**src/verilog/usb_in_settings.svh**
```systemverilog
// USB IN controller settings: endpoint count, packet size, ack timeout, counter width
`ifndef USB_IN_SETTINGS_SVH
`define USB_IN_SETTINGS_SVH

// Implemented IN endpoints, numbers 0 .. N-1
`define USB_IN_NUM_EPS 4

// Max bytes per packet, power of two
`define USB_IN_MAX_PKT 8

// Host handshake wait in 48 MHz clocks
// 17 bit times at 4 clocks each, plus 6 for rx SOP detection latency,
// minus 1 since the down counter stops at zero
`define USB_IN_ACK_TIMEOUT 73

`define USB_IN_CNT_W 8  // Event counter width

`endif

```
**src/verilog/usb_in_pkg.sv**
```systemverilog
// USB IN controller package: PID codes, field widths and shared structs
package usb_in_pkg;

  `include "usb_in_settings.svh"

  // 4-bit PID codes used on the IN side
  typedef enum logic [3:0] {
    UsbPidOut   = 4'b0001,
    UsbPidIn    = 4'b1001,
    UsbPidSetup = 4'b1101,
    UsbPidData0 = 4'b0011,
    UsbPidData1 = 4'b1011,
    UsbPidAck   = 4'b0010,
    UsbPidNak   = 4'b1010,
    UsbPidStall = 4'b1110
  } usb_pid_e;

  // PID type lives in the two low bits
  typedef enum logic [1:0] {
    UsbPidTypeSpecial   = 2'b00,
    UsbPidTypeToken     = 2'b01,
    UsbPidTypeHandshake = 2'b10,
    UsbPidTypeData      = 2'b11
  } usb_pid_type_e;

  typedef logic [3:0]                        ep_num_t;    // Endpoint number as on the bus
  typedef logic [`USB_IN_NUM_EPS-1:0]        ep_mask_t;   // One bit per endpoint
  typedef logic [6:0]                        dev_addr_t;
  typedef logic [$clog2(`USB_IN_MAX_PKT)-1:0] pkt_addr_t; // Byte offset in packet
  typedef logic [$clog2(`USB_IN_MAX_PKT):0]   pkt_len_t;  // 0 .. max packet
  typedef logic [7:0]                        byte_t;
  typedef logic [`USB_IN_CNT_W-1:0]          cnt_t;

  typedef struct packed {
    usb_pid_e  pid;
    dev_addr_t addr;
    ep_num_t   ep;
  } rx_tok_t;

  typedef struct packed {
    ep_mask_t enabled;
    ep_mask_t stall;
    ep_mask_t iso;
  } ep_ctrl_t;

  typedef struct packed {
    logic timeout;
    logic nak;
    logic nodata;
  } in_events_t;

endpackage

```
**src/verilog/usb_in_pe.sv**
```systemverilog
// USB IN protocol engine: token decode, DATA/NAK/STALL response, ack wait, data toggles
`timescale 1ns/1ps
`include "usb_in_settings.svh"

module usb_in_pe import usb_in_pkg::*; (
  input  logic       clk_48mhz_i,
  input  logic       rst_ni,
  input  logic       link_reset_i,
  input  logic       link_active_i,
  input  dev_addr_t  dev_addr_i,
  // rx path
  input  logic       rx_pkt_start_i,
  input  logic       rx_pkt_end_i,
  input  logic       rx_pkt_valid_i,
  input  rx_tok_t    rx_tok_i,
  // Endpoint interface
  input  ep_ctrl_t   ep_ctrl_i,
  input  ep_mask_t   has_data_i,
  input  ep_mask_t   data_done_i,
  input  byte_t      ep_data_i,
  output ep_num_t    ep_current_o,     // Endpoint of the running transaction
  output pkt_addr_t  get_addr_o,       // Byte offset being fetched
  output logic       newpkt_o,         // IN token seen, ep_current_o updates
  output logic       xact_end_o,       // Good end, packet delivered
  output logic       rollback_o,       // Bad end, packet kept for resend
  // Data toggles
  input  logic       datatog_we_i,
  input  ep_mask_t   datatog_mask_i,
  input  ep_mask_t   datatog_status_i,
  output ep_mask_t   data_toggle_o,
  // tx path
  output logic       tx_pkt_start_o,
  output usb_pid_e   tx_pid_o,
  input  logic       tx_pkt_end_i,
  output logic       tx_data_avail_o,
  input  logic       tx_data_get_i,
  output byte_t      tx_data_o,
  // Event strobes
  output in_events_t events_o
);

  localparam int unsigned EpIdxW  = $clog2(`USB_IN_NUM_EPS);
  localparam int unsigned AckCntW = $clog2(`USB_IN_ACK_TIMEOUT);

  typedef enum logic [2:0] {
    StIdle,
    StRcvdIn,
    StSendData,
    StWaitTxEnd,
    StWaitAckStart,
    StWaitAck
  } in_state_e;

  in_state_e        state_q, state_d;
  ep_mask_t         toggle_q, toggle_d;
  logic [AckCntW-1:0] ack_cnt_q, ack_cnt_d;
  logic             has_data_q;        // Packet was ready when the IN arrived
  logic             rollback_d;
  in_events_t       events_q;
  logic             token_rcvd, setup_rcvd, in_rcvd, ack_rcvd, nak_rcvd;
  logic             ep_in_hw, ep_active, in_starting, more_data;
  ep_num_t          ep_current_d;
  logic [EpIdxW-1:0] ep_idx, ep_idx_d;
  usb_pid_type_e    rx_pid_type;

  //////////////////////////////////////////////////
  // Token and handshake decode
  //////////////////////////////////////////////////

  assign rx_pid_type = usb_pid_type_e'(rx_tok_i.pid[1:0]);

  assign token_rcvd = rx_pkt_end_i && rx_pkt_valid_i &&
                      rx_pid_type == UsbPidTypeToken && rx_tok_i.addr == dev_addr_i;
  assign setup_rcvd = token_rcvd && rx_tok_i.pid == UsbPidSetup;
  assign in_rcvd    = token_rcvd && rx_tok_i.pid == UsbPidIn;
  assign ack_rcvd   = rx_pkt_end_i && rx_pkt_valid_i && rx_tok_i.pid == UsbPidAck;
  assign nak_rcvd   = rx_pkt_end_i && rx_pkt_valid_i && rx_tok_i.pid == UsbPidNak;

  // Numbers past the implemented range get no response
  assign ep_in_hw     = {1'b0, rx_tok_i.ep} < 5'(`USB_IN_NUM_EPS);
  assign ep_current_d = ep_in_hw ? rx_tok_i.ep : '0;
  assign ep_idx_d     = ep_current_d[EpIdxW-1:0];
  assign ep_idx       = ep_current_o[EpIdxW-1:0];
  assign ep_active    = ep_in_hw & ep_ctrl_i.enabled[ep_idx_d];

  assign in_starting = (state_q == StIdle || state_q == StWaitAck) && in_rcvd;

  assign more_data       = has_data_q & ~data_done_i[ep_idx];
  assign tx_data_avail_o = (state_q == StSendData) & more_data;

  //////////////////////////////////////////////////
  // Transaction FSM
  //////////////////////////////////////////////////

  always_comb begin
    state_d        = state_q;
    xact_end_o     = 1'b0;
    tx_pkt_start_o = 1'b0;
    tx_pid_o       = UsbPidNak;
    rollback_d     = 1'b0;
    ack_cnt_d      = AckCntW'(`USB_IN_ACK_TIMEOUT);  // Reload outside the ack wait
    unique case (state_q)
      StIdle: begin
        if (ep_active && in_rcvd) state_d = StRcvdIn;
      end
      StRcvdIn: begin
        tx_pkt_start_o = 1'b1;
        if (ep_ctrl_i.iso[ep_idx]) begin
          state_d  = StSendData;   // Iso always sends, zero length if empty
          tx_pid_o = UsbPidData0;
        end else if (ep_ctrl_i.stall[ep_idx]) begin
          state_d  = StIdle;
          tx_pid_o = UsbPidStall;
        end else if (has_data_q) begin
          state_d  = StSendData;
          tx_pid_o = toggle_q[ep_idx] ? UsbPidData1 : UsbPidData0;
        end else begin
          state_d  = StIdle;
          tx_pid_o = UsbPidNak;
        end
      end
      StSendData: begin
        // Out of bytes, or last byte of a full packet taken
        if (!more_data || ((&get_addr_o) && tx_data_get_i)) begin
          if (ep_ctrl_i.iso[ep_idx]) begin
            state_d    = StIdle;       // No handshake for iso
            xact_end_o = 1'b1;
          end else if (tx_pkt_end_i) begin
            state_d = StWaitAckStart;
          end else begin
            state_d = StWaitTxEnd;
          end
        end
      end
      StWaitTxEnd: begin
        if (tx_pkt_end_i) state_d = StWaitAckStart;
      end
      StWaitAckStart: begin
        ack_cnt_d = ack_cnt_q - 1'b1;
        if (rx_pkt_start_i) begin
          state_d = StWaitAck;
        end else if (ack_cnt_q == '0) begin
          state_d    = StIdle;         // Host never answered
          rollback_d = 1'b1;
        end
      end
      StWaitAck: begin
        if (ack_rcvd) begin
          state_d    = StIdle;
          xact_end_o = 1'b1;
        end else if (in_rcvd) begin
          state_d    = ep_active ? StRcvdIn : StIdle;  // Handshake got lost
          rollback_d = 1'b1;
        end else if (rx_pkt_end_i) begin
          state_d    = StIdle;         // NAK or garbage
          rollback_d = 1'b1;
        end
      end
      default: state_d = StIdle;
    endcase
  end

  always_ff @(posedge clk_48mhz_i or negedge rst_ni) begin
    if (!rst_ni) begin
      state_q    <= StIdle;
      ack_cnt_q  <= AckCntW'(`USB_IN_ACK_TIMEOUT);
      rollback_o <= 1'b0;
      events_q   <= '0;
    end else if (link_reset_i || !link_active_i) begin
      state_q    <= StIdle;              // Held idle while link is down
      ack_cnt_q  <= AckCntW'(`USB_IN_ACK_TIMEOUT);
      rollback_o <= 1'b0;
      events_q   <= '0;
    end else begin
      state_q    <= state_d;
      ack_cnt_q  <= ack_cnt_d;
      rollback_o <= rollback_d;
      // No handshake before the ack timeout
      events_q.timeout <= rollback_d & (state_q == StWaitAckStart);
      events_q.nak     <= (state_q == StWaitAck) && nak_rcvd;
      events_q.nodata  <= in_starting & ep_in_hw & ~has_data_i[ep_idx_d];
    end
  end

  assign events_o = events_q;

  //////////////////////////////////////////////////
  // Fetch address, current endpoint, tx byte
  //////////////////////////////////////////////////

  always_ff @(posedge clk_48mhz_i or negedge rst_ni) begin
    if (!rst_ni) begin
      get_addr_o <= '0;
    end else if (state_q == StIdle || state_q == StRcvdIn) begin
      get_addr_o <= '0;                    // Every packet starts at byte 0
    end else if (state_q == StSendData && tx_data_get_i) begin
      get_addr_o <= get_addr_o + 1'b1;
    end
  end

  always_ff @(posedge clk_48mhz_i or negedge rst_ni) begin
    if (!rst_ni) begin
      ep_current_o <= '0;
      newpkt_o     <= 1'b0;
      has_data_q   <= 1'b0;
    end else begin
      newpkt_o <= in_rcvd;
      if (in_rcvd) begin
        ep_current_o <= ep_current_d;
        has_data_q   <= has_data_i[ep_idx_d];  // Snapshot at token time
      end
    end
  end

  // Byte at get address, one cycle behind
  always_ff @(posedge clk_48mhz_i) begin
    tx_data_o <= ep_data_i;
  end

  //////////////////////////////////////////////////
  // Data toggles
  //////////////////////////////////////////////////

  always_comb begin
    toggle_d = toggle_q;
    if (setup_rcvd && ep_active) begin
      toggle_d[ep_idx_d] = 1'b1;               // SETUP restarts with DATA1
    end else if (state_q == StWaitAck && ack_rcvd) begin
      toggle_d[ep_idx] = ~toggle_q[ep_idx];
    end
    // Software write wins on masked bits
    if (datatog_we_i) begin
      toggle_d = (toggle_d & ~datatog_mask_i) | (datatog_status_i & datatog_mask_i);
    end
  end

  always_ff @(posedge clk_48mhz_i or negedge rst_ni) begin
    if (!rst_ni) begin
      toggle_q <= '0;
    end else if (link_reset_i) begin
      toggle_q <= '0;
    end else begin
      toggle_q <= toggle_d;
    end
  end

  assign data_toggle_o = toggle_q;

endmodule

```
**src/verilog/usb_in_ep_store.sv**
```systemverilog
// IN packet store: one packet per endpoint, lengths, ready flags, end-of-data detect
`timescale 1ns/1ps
`include "usb_in_settings.svh"

module usb_in_ep_store import usb_in_pkg::*; (
  input  logic      clk_48mhz_i,
  input  logic      rst_ni,
  input  logic      link_reset_i,
  // Software side
  input  logic      wr_en_i,
  input  ep_num_t   wr_ep_i,
  input  pkt_addr_t wr_addr_i,
  input  byte_t     wr_data_i,
  input  logic      pkt_ready_i,      // Packet for pkt_ready_ep_i is complete
  input  ep_num_t   pkt_ready_ep_i,
  input  pkt_len_t  pkt_len_i,
  // Engine side
  input  ep_num_t   ep_current_i,
  input  pkt_addr_t get_addr_i,
  input  logic      xact_end_i,
  output ep_mask_t  has_data_o,
  output ep_mask_t  data_done_o,
  output byte_t     ep_data_o,
  output logic      pkt_sent_o
);

  localparam int unsigned EpIdxW = $clog2(`USB_IN_NUM_EPS);

  byte_t    mem [`USB_IN_NUM_EPS][`USB_IN_MAX_PKT];
  pkt_len_t len_q [`USB_IN_NUM_EPS];
  ep_mask_t ready_q;
  logic [EpIdxW-1:0] cur_idx;
  logic     wr_ep_ok, rdy_ep_ok;

  assign cur_idx   = ep_current_i[EpIdxW-1:0];  // Engine only passes implemented eps
  assign wr_ep_ok  = {1'b0, wr_ep_i} < 5'(`USB_IN_NUM_EPS);
  assign rdy_ep_ok = {1'b0, pkt_ready_ep_i} < 5'(`USB_IN_NUM_EPS);

  always_ff @(posedge clk_48mhz_i) begin
    if (wr_en_i && wr_ep_ok) mem[wr_ep_i[EpIdxW-1:0]][wr_addr_i] <= wr_data_i;
  end

  always_ff @(posedge clk_48mhz_i or negedge rst_ni) begin
    if (!rst_ni) begin
      ready_q    <= '0;
      len_q      <= '{default: '0};
      pkt_sent_o <= 1'b0;
    end else begin
      // Only a packet actually held counts as sent
      pkt_sent_o <= xact_end_i & ready_q[cur_idx];
      if (link_reset_i) begin
        ready_q <= '0;
      end else begin
        if (xact_end_i) ready_q[cur_idx] <= 1'b0;
        if (pkt_ready_i && rdy_ep_ok) begin
          ready_q[pkt_ready_ep_i[EpIdxW-1:0]] <= 1'b1;  // Length 0 gives a ZLP
          len_q[pkt_ready_ep_i[EpIdxW-1:0]]   <= pkt_len_i;
        end
      end
    end
  end

  assign has_data_o = ready_q;

  // Done once the fetch offset reaches the stored length
  always_comb begin
    for (int i = 0; i < `USB_IN_NUM_EPS; i++) begin
      data_done_o[i] = {1'b0, get_addr_i} >= len_q[i];
    end
  end

  assign ep_data_o = mem[cur_idx][get_addr_i];

endmodule

```
**src/verilog/usb_in_event_cnt.sv**
```systemverilog
// IN event counters: saturating timeout, host NAK and no-data counts with clear
`timescale 1ns/1ps

module usb_in_event_cnt import usb_in_pkg::*; (
  input  logic       clk_48mhz_i,
  input  logic       rst_ni,
  input  in_events_t events_i,
  input  logic       clr_i,           // Zero all three counts
  output cnt_t       cnt_timeout_o,
  output cnt_t       cnt_nak_o,
  output cnt_t       cnt_nodata_o
);

  // Step up by one, stick at all ones
  function automatic cnt_t sat_inc(cnt_t cnt, logic ev);
    if (ev && !(&cnt)) begin
      return cnt + 1'b1;
    end
    return cnt;
  endfunction

  always_ff @(posedge clk_48mhz_i or negedge rst_ni) begin
    if (!rst_ni) begin
      cnt_timeout_o <= '0;
      cnt_nak_o     <= '0;
      cnt_nodata_o  <= '0;
    end else if (clr_i) begin
      cnt_timeout_o <= '0;
      cnt_nak_o     <= '0;
      cnt_nodata_o  <= '0;
    end else begin
      cnt_timeout_o <= sat_inc(cnt_timeout_o, events_i.timeout);
      cnt_nak_o     <= sat_inc(cnt_nak_o, events_i.nak);
      cnt_nodata_o  <= sat_inc(cnt_nodata_o, events_i.nodata);
    end
  end

endmodule

```
**src/verilog/usb_in_top.sv**
```systemverilog
// USB IN controller top: protocol engine, packet store and event counters
`timescale 1ns/1ps

module usb_in_top import usb_in_pkg::*; (
  input  logic      clk_48mhz_i,
  input  logic      rst_ni,
  input  logic      link_reset_i,
  input  logic      link_active_i,
  input  dev_addr_t dev_addr_i,
  input  ep_ctrl_t  ep_ctrl_i,
  // Token receiver
  input  logic      rx_pkt_start_i,
  input  logic      rx_pkt_end_i,
  input  logic      rx_pkt_valid_i,
  input  rx_tok_t   rx_tok_i,
  // Transmitter
  output logic      tx_pkt_start_o,
  output usb_pid_e  tx_pid_o,
  input  logic      tx_pkt_end_i,
  output logic      tx_data_avail_o,
  input  logic      tx_data_get_i,
  output byte_t     tx_data_o,
  // Software packet write
  input  logic      wr_en_i,
  input  ep_num_t   wr_ep_i,
  input  pkt_addr_t wr_addr_i,
  input  byte_t     wr_data_i,
  input  logic      pkt_ready_i,
  input  ep_num_t   pkt_ready_ep_i,
  input  pkt_len_t  pkt_len_i,
  output logic      pkt_sent_o,
  // Toggles and counters
  input  logic      datatog_we_i,
  input  ep_mask_t  datatog_mask_i,
  input  ep_mask_t  datatog_status_i,
  output ep_mask_t  data_toggle_o,
  input  logic      cnt_clr_i,
  output cnt_t      cnt_timeout_o,
  output cnt_t      cnt_nak_o,
  output cnt_t      cnt_nodata_o
);

  ep_num_t    ep_current;
  pkt_addr_t  get_addr;
  logic       xact_end;
  ep_mask_t   has_data, data_done;
  byte_t      ep_data;
  in_events_t events;

  // Store keeps its packet across a rollback, so newpkt and rollback stay open
  usb_in_pe usb_in_pe_i (
    .clk_48mhz_i      (clk_48mhz_i),
    .rst_ni           (rst_ni),
    .link_reset_i     (link_reset_i),
    .link_active_i    (link_active_i),
    .dev_addr_i       (dev_addr_i),
    .rx_pkt_start_i   (rx_pkt_start_i),
    .rx_pkt_end_i     (rx_pkt_end_i),
    .rx_pkt_valid_i   (rx_pkt_valid_i),
    .rx_tok_i         (rx_tok_i),
    .ep_ctrl_i        (ep_ctrl_i),
    .has_data_i       (has_data),
    .data_done_i      (data_done),
    .ep_data_i        (ep_data),
    .ep_current_o     (ep_current),
    .get_addr_o       (get_addr),
    .newpkt_o         (),
    .xact_end_o       (xact_end),
    .rollback_o       (),
    .datatog_we_i     (datatog_we_i),
    .datatog_mask_i   (datatog_mask_i),
    .datatog_status_i (datatog_status_i),
    .data_toggle_o    (data_toggle_o),
    .tx_pkt_start_o   (tx_pkt_start_o),
    .tx_pid_o         (tx_pid_o),
    .tx_pkt_end_i     (tx_pkt_end_i),
    .tx_data_avail_o  (tx_data_avail_o),
    .tx_data_get_i    (tx_data_get_i),
    .tx_data_o        (tx_data_o),
    .events_o         (events)
  );

  usb_in_ep_store usb_in_ep_store_i (
    .clk_48mhz_i    (clk_48mhz_i),
    .rst_ni         (rst_ni),
    .link_reset_i   (link_reset_i),
    .wr_en_i        (wr_en_i),
    .wr_ep_i        (wr_ep_i),
    .wr_addr_i      (wr_addr_i),
    .wr_data_i      (wr_data_i),
    .pkt_ready_i    (pkt_ready_i),
    .pkt_ready_ep_i (pkt_ready_ep_i),
    .pkt_len_i      (pkt_len_i),
    .ep_current_i   (ep_current),
    .get_addr_i     (get_addr),
    .xact_end_i     (xact_end),
    .has_data_o     (has_data),
    .data_done_o    (data_done),
    .ep_data_o      (ep_data),
    .pkt_sent_o     (pkt_sent_o)
  );

  usb_in_event_cnt usb_in_event_cnt_i (
    .clk_48mhz_i   (clk_48mhz_i),
    .rst_ni        (rst_ni),
    .events_i      (events),
    .clr_i         (cnt_clr_i),
    .cnt_timeout_o (cnt_timeout_o),
    .cnt_nak_o     (cnt_nak_o),
    .cnt_nodata_o  (cnt_nodata_o)
  );

endmodule

```
**config.mk**
```make
export PLATFORM = sky130hd
export DESIGN_NAME = usb_in_top
export DESIGN_NICKNAME = d
export VERILOG_FILES = /design/src/verilog/usb_in_pkg.sv /design/src/verilog/usb_in_pe.sv /design/src/verilog/usb_in_ep_store.sv /design/src/verilog/usb_in_event_cnt.sv /design/src/verilog/usb_in_top.sv
export VERILOG_INCLUDE_DIRS = /design/src /design/src/verilog
export SDC_FILE = /design/constraint.sdc
export NUM_CORES = 1
export LEC_CHECK = 0
export ABC_CLOCK_PERIOD_IN_PS = 3550
export BUFFER_PORTS_ARGS = -buffer_cell sky130_fd_sc_hd__buf_4
export CAP_MARGIN = 20
export CORE_MARGIN = 5
export CORE_UTILIZATION = 50
export CTS_BUF_LIST = sky130_fd_sc_hd__clkbuf_2
export CTS_CLUSTER_DIAMETER = 100
export DETAILED_ROUTE_END_ITERATION = 8
export PLACE_DENSITY = 0.74
export SLEW_MARGIN = 40
export SYNTH_ARGS = -nofsm -noshare
export SYNTH_HDL_FRONTEND = slang
export SYNTH_HIERARCHICAL = 1
export SYNTH_SLANG_ARGS = --single-unit
```
**constraint.sdc**
```tcl
create_clock -name clk_48mhz_i -period 3.55 [get_ports clk_48mhz_i]
set_input_delay 0.355 -clock clk_48mhz_i [delete_from_list [all_inputs] [get_ports clk_48mhz_i]]
set_output_delay 0.355 -clock clk_48mhz_i [all_outputs]
set_load 0.01 [all_outputs]
```
==> results of run 1 <==
-- metrics by stage --
step	area, µm²	utilization [%]	setup WS, ns	std cells	total power, µW
floorplan	14220	-	0.3091	843	4487
global placement	15570	55.76	0.7156	1324	4664
detailed placement	15580	55.78	0.6176	1324	4675
CTS	16870	60.39	0.05556	1526	7164
global route	16910	60.52	0.005503	1528	7443
finish	16910	60.53	0.2792	1529	7080
-- sequential cells by signal (all words and copies together), names as in the netlist --
register                          flops
usb_in_ep_store_i/mem               256
usb_in_ep_store_i/len_q              16
usb_in_event_cnt_i/cnt_nak_o          8
usb_in_event_cnt_i/cnt_nodata_o       8
usb_in_event_cnt_i/cnt_timeout_o      8
usb_in_pe_i/tx_data_o                 8
usb_in_pe_i/ack_cnt_q                 7
usb_in_ep_store_i/has_data_o          4
usb_in_pe_i/data_toggle_o             4
usb_in_pe_i/events_o                  3
usb_in_pe_i/get_addr_o                3
usb_in_pe_i/state_q                   3
usb_in_pe_i/ep_current_o              2
usb_in_ep_store_i/pkt_sent_o          1
usb_in_pe_i/has_data_q                1
-- per-layer routing --
metal	share of wire, %	vias to the layer above	GRT usage [%]
met4	1.6	0	5.373
met1	41	4347	27.33
met5	0	-	0
met3	8.1	42	4.555
met2	49	378	32.20
li1	-	3902	-
-- where the power goes --
part	internal [µW]	switching, µW	total, µW	leakage [µW]
registers	4230	24.9	4260	0.00328
logic	187	188	375	0.00226
clock network	949	1500	2450	0.000576
-- worst max-delay path: stages, from the launching register on --
cell and delay (ns):
sky130_fd_sc_hd__dfrtp_2 0.62, sky130_fd_sc_hd__ha_1 0.30, sky130_fd_sc_hd__a21o_1 0.15, sky130_fd_sc_hd__a21oi_1 0.16
sky130_fd_sc_hd__nor2_1 0.05, sky130_fd_sc_hd__mux2_2 0.27, sky130_fd_sc_hd__o22ai_2 0.21, sky130_fd_sc_hd__nor2b_2 0.19
sky130_fd_sc_hd__buf_4 0.14
-- layout by cell type (no fill, tap or decap), types with 4 or more instances in the layout --
cell                            instances
sky130_fd_sc_hd__a211oi_1              10
sky130_fd_sc_hd__a21o_1                 4
sky130_fd_sc_hd__a21oi_1               14
sky130_fd_sc_hd__a31oi_1                5
sky130_fd_sc_hd__a41oi_1                4
sky130_fd_sc_hd__and2_1                 4
sky130_fd_sc_hd__and3_1                 5
sky130_fd_sc_hd__and4_1                 6
sky130_fd_sc_hd__buf_4                132
sky130_fd_sc_hd__clkbuf_2             123
sky130_fd_sc_hd__clkinv_1              16
sky130_fd_sc_hd__dfrtp_1               62
sky130_fd_sc_hd__dfxtp_1                8
sky130_fd_sc_hd__dlygate4sd3_1         54
sky130_fd_sc_hd__edfxtp_1             256
sky130_fd_sc_hd__ha_1                  19
sky130_fd_sc_hd__inv_1                 23
sky130_fd_sc_hd__mux2_2                26
sky130_fd_sc_hd__mux4_2                85
sky130_fd_sc_hd__nand2_1               40
sky130_fd_sc_hd__nand2b_1              17
sky130_fd_sc_hd__nand3_1               17
sky130_fd_sc_hd__nand3b_1               5
sky130_fd_sc_hd__nand4_1                9
sky130_fd_sc_hd__nor2_1                54
sky130_fd_sc_hd__nor2b_1               10
sky130_fd_sc_hd__nor3_1                22
sky130_fd_sc_hd__nor4_1                 6
sky130_fd_sc_hd__nor4b_1                6
sky130_fd_sc_hd__o21ai_0               15
sky130_fd_sc_hd__o22ai_1                4
sky130_fd_sc_hd__xnor2_1               10
-- layout make-up --
class	count	area (µm²)
repair buffers	191	1614
clock buffers	123	615.6
clock inverters	25	128.9
inverters	24	90.09
well taps	378	473.0
diodes	2	5.005
fillers	2109	11030
flip-flops and latches	332	9559
multi-input cells	454	4422
-- worst min-delay path by stage --
stage                                       start                                             end  slack (ns)  depth (start not counted)
6_report                                   rst_ni  usb_in_event_cnt_i/cnt_nodata_o[4]$_DFFE_PN0P_        0.05                          2
3_3_place_gp   usb_in_pe_i/ack_cnt_q[0]$_DFF_PN1_              usb_in_pe_i/ack_cnt_q[0]$_DFF_PN1_        0.45                          1
2_1_floorplan                              rst_ni       usb_in_ep_store_i/has_data_o[0]$_DFF_PN0_        0.06                          0
3_5_place_dp                               rst_ni     usb_in_event_cnt_i/cnt_nak_o[4]$_DFFE_PN0P_        0.40                          1
5_1_grt                              wr_addr_i[1]          usb_in_ep_store_i/mem[2][21]$_DFFE_PP_        0.04                          4
4_1_cts                              wr_addr_i[2]          usb_in_ep_store_i/mem[0][12]$_DFFE_PP_        0.02                          3
-- what timing repair did --
item                                    in CTS  in global routing
endpoints found under the hold margin      387                  0
gates cloned                                 0                  0
gates resized for setup                      1                  3
hold buffers                                54                  0
endpoints found under the setup margin       1                  1
==> flow_summary.yaml, run 1 <==
yosys:
  syn_area_um2: 14220
  post_synth_inst_count: 843
  ys_warn_count: 6
  synth_area_per_cell_um2: 16.87
  synth.net_count: 940
sta:
  hold_ws_ns: 0.05437
  final_slew_viol_count: 0
  tightestPinTransition_ns: 0.8317
  timing.clock.skew_ns: 0.07047
  timing.fmax_ghz: 0.3057
  timing.slew.headroom_pct: 44.35
  rsz0062_at_grt: "false"
  timing.final.setup_violations: 0
  timing_hold_violations_final: 0
  layout_min_cycle_time_ns: 3.271
  tns_ns: 0
  final_min_period_over_clock_period_pct: 92.14
global_route:
  pin_count_of_the_biggest_net_entering_global_routing: 69
  first_global_vias: 8846
  grt_usage_pct: 19.81
  grt_antenna_before_repair: 1
  grt-ovfl-total: 0
  grt_first_pass_wirelength_um: 48420
power:
  power_per_cell_area_nw_per_um2: 418.8
  vdd_drop_max_v: 0.0002900
  power_leakage_uw: 0.006115
die:
  die_height_um: 178.7
  placementRows: 61
  chipWidth_um: 178.7
  core_um2: 27930
  ios: 121
  floorplan.initialDensity_pct: 50.92
  die-area_um2: 31920
route:
  postRouteAntennaNets: 0
  route.detailed.drc: 0
  final_routed_wire_length_divided_by_cell_count_um: 20.33
  num_vias: 8669
  drtIter0Drc: 727
  drt_pre_antenna_iters: 5
  via_count_normalized_by_instance_count: 5.670
  wirelength_um: 31080
clocking:
  cts-root-to-sink-buffers: 3
  cts_buffers: 82
  cts_setup_buffers: 0
  cts_tree: "done"
  clock_tree.htree_level_count: 3
  clk_pin_slew_ns: 0.11
  clock_insertion_delay_at_the_later_pin_of_the_skew_report_ns: 0.88
  cts-root-buf: "sky130_fd_sc_hd__clkbuf_2"
  clock_sinks: 332
critical_path:
  crit_path_end_kind: "output pin"
  reg2regPathDepth: 10
  reg2reg_to: "usb_in_pe_i/state_q[0]$_DFFE_PN0P_"
  worst_r2r_startpoint: "usb_in_pe_i/get_addr_o[1]$_DFFE_PN0P_"
  required_ns: 3.19
  setup.reg_to_reg.worst_slack_ns: 0.61
  startpoint: "usb_in_pe_i/get_addr_o[1]$_DFFE_PN0P_"
  kind_of_critical_path: "register to output pin"
  crit_end: "tx_data_avail_o"
  critPathLaunchType: "register"
  worst_ep_arrival_ns: 2.92
  critPathMaxFanout: 15
place:
  final_wtd_congestion: 0.8418
  place_hpwl_um: 19600
  placement.io_buffers: 119
cells_and_area:
  fin_nets: 1182
  area.growth.synth_to_final_pct: 18.87
  drive_above_1_share_pct: 35.51
min_path:
  hold_path_class: "input pin to asynchronous set/reset pin"
run:
  max-cap-violations: 0
run_status:
  outcome: "complete, no violations"
(Power assumes the default switching activity.)
==> run 2: changes to the inputs <==
REMOVE_ABC_BUFFERS = 1   (was not set)
==> flow_summary.yaml, run 2 (synthesized netlist as in run 1, its figures left out) <==
global_route:
  grt_util_met1_pct: 26.91
  grt_antenna_before_repair: 1
  gr-usage-met2_pct: 32.28
  global_route.peak_usage_layer: "met2"
  pin_count_of_the_biggest_net_entering_global_routing: 40
  grt_usage_pct: 19.94
  grt_first_pass_wirelength_um: 49030
  global_route.usage.met3_pct: 4.534
  grt-ovfl-total: 0
  first_global_vias: 8968
cells_and_area:
  layout.cells.most_common_list: "sky130_fd_sc_hd__edfxtp_1 (256), sky130_fd_sc_hd__buf_4 (132), sky130_fd_sc_hd__clkbuf_2 (123)"
  largest_reg_flops: 256
  most_common_cell_after_layout_fill_and_taps_aside: "sky130_fd_sc_hd__edfxtp_1"
  area.growth.synth_to_final_pct: 19.41
  fin_nets: 1185
  final-instance-count-excl-fill: 1536
  drive_above_1_share_pct: 35.52
sta:
  timing.slew.headroom_pct: 40.70
  tightestPinTransition_ns: 0.8862
  timing.final.setup_violations: 0
  timing.fmax_ghz: 0.3034
  rsz0062_at_grt: "false"
  final_min_period_over_clock_period_pct: 92.85
  timing_hold_violations_final: 0
  layout_min_cycle_time_ns: 3.296
  tns_ns: 0
  final_slew_viol_count: 0
  timing.clock.skew_ns: 0.1079
place:
  final_wtd_congestion: 0.8228
  dpl.cell_count: 1322
  placement.io_buffers: 119
  place_hpwl_um: 20160
die:
  placementRows: 61
  ios: 121
  die-area_um2: 31920
  chipWidth_um: 178.7
  floorplan.initialDensity_pct: 50.92
  core_um2: 27930
  die_height_um: 178.7
critical_path:
  kind_of_critical_path: "register to output pin"
  worst_ep_arrival_ns: 2.94
  critPathMaxFanout: 8
  startpoint: "usb_in_pe_i/get_addr_o[1]$_DFFE_PN0P_"
  worst_r2r_startpoint: "usb_in_pe_i/get_addr_o[1]$_DFFE_PN0P_"
  critPathLaunchType: "register"
  required_ns: 3.19
  crit_path_end_kind: "output pin"
power:
  vdd_drop_max_v: 0.0003164
  power_leakage_uw: 0.006151
  power_per_cell_area_nw_per_um2: 427.3
clocking:
  cts_tree: "done"
  clock_sinks: 332
  clock_insertion_delay_at_the_later_pin_of_the_skew_report_ns: 0.88
  cts-root-to-sink-buffers: 3
  clock_tree.htree_level_count: 3
  cts_buffers: 84
  cts-root-buf: "sky130_fd_sc_hd__clkbuf_2"
  clk_pin_slew_ns: 0.12
route:
  wirelength_um: 31770
  via_count_normalized_by_instance_count: 5.674
  final_routed_wire_length_divided_by_cell_count_um: 20.68
  route.detailed.drc: 0
  num_vias: 8716
  drtIter0Drc: 807
  postRouteAntennaNets: 0
  drt_pre_antenna_iters: 5
run_status:
  outcome: "complete, no violations"
min_path:
  origin_of_the_worst_min_delay_path: "pkt_ready_ep_i[2]"
  hold_path_class: "input pin to register"
run:
  max-cap-violations: 0
[run 2: cell types whose count changed in the layout (fill, tap and decap cells not counted), moves of 2 or more]
| cell | delta |
|---|---|
| sky130_fd_sc_hd__clkinv_2 | +5 |
| sky130_fd_sc_hd__clkinv_4 | -3 |
| sky130_fd_sc_hd__bufinv_16 | +2 |
| sky130_fd_sc_hd__clkinv_1 | +2 |
| sky130_fd_sc_hd__clkinvlp_4 | +2 |
| sky130_fd_sc_hd__dlygate4sd3_1 | +2 |
[run 2: per-stage QoR]
stage	worst slack (ns)	hold slack [ns]	total power, µW	instance area [µm²]	utilization [%]
after floorplan	-1.089	0.05941	4481	14050	-
after global placement	0.7992	0.4512	4658	15550	55.66
after detailed placement	0.7508	0.4045	4670	15550	55.68
after CTS	0.004863	0.0002769	7355	16950	60.67
after global routing	0.03163	0.03460	7617	16980	60.80
final	0.2539	0.08781	7257	16980	60.80
[run 2: worst max-delay path, stage by stage (launching register included)]
cell and delay, ns:
sky130_fd_sc_hd__dfrtp_1 0.53, sky130_fd_sc_hd__ha_1 0.35, sky130_fd_sc_hd__a21o_1 0.17, sky130_fd_sc_hd__a21oi_2 0.16
sky130_fd_sc_hd__nor2_1 0.05, sky130_fd_sc_hd__mux2_2 0.27, sky130_fd_sc_hd__o22ai_2 0.22, sky130_fd_sc_hd__nor2b_2 0.21
sky130_fd_sc_hd__buf_4 0.15
[run 2: repair_timing]
item                       in CTS  in global routing
hold buffers                   57                  0
setup buffers                   0                  1
gates resized for setup         0                  4
setup endpoints to repair       0                  2
hold endpoints to repair      387                  0
[run 2: metal layers]
layer | up-vias | routed length (µm)
li1 | 3918 | -
met1 | 4365 | 13330
met2 | 366 | 15240
met3 | 67 | 2372
met4 | 0 | 826
met5 | - | 0
[run 2: cell type report]
type / count / area (µm²)
Clock buffer: 123 / 615.6
Fill cell: 2117 / 10950
Antenna cell: 1 / 2.502
Clock inverter: 32 / 198.9
Tap cell: 378 / 473.0
Multi-Input combinational cell: 454 / 4423
Timing Repair Buffer: 192 / 1623
Inverter: 24 / 90.09
Sequential cell: 332 / 9558
[run 2: path summary, 6_finish.rpt]
check / slack [ns] / cells after the start / end
setup reg to reg: 0.61 / 10 / usb_in_pe_i/state_q[2]$_DFFE_PN0P_
hold / removal: 0.09 / 4 / usb_in_ep_store_i/has_data_o[1]$_DFF_PN0_
min in group asynchronous: 0.55 / 3 / usb_in_pe_i/state_q[1]$_DFFE_PN0P_
hold reg to reg: 0.48 / 1 / usb_in_pe_i/ack_cnt_q[0]$_DFF_PN1_
setup / recovery: 0.25 / 8 / tx_data_avail_o
max in group asynchronous: 2.53 / 4 / usb_in_event_cnt_i/cnt_nodata_o[2]$_DFFE_PN0P_
[run 2: power breakdown]
group / internal (µW) / switching [µW] / leakage, µW
sequential: 4230 / 24.6 / 0.00328
clock: 1090 / 1520 / 0.000608
combinational: 191 / 190 / 0.00226
total: 5520 / 1740 / 0.00615
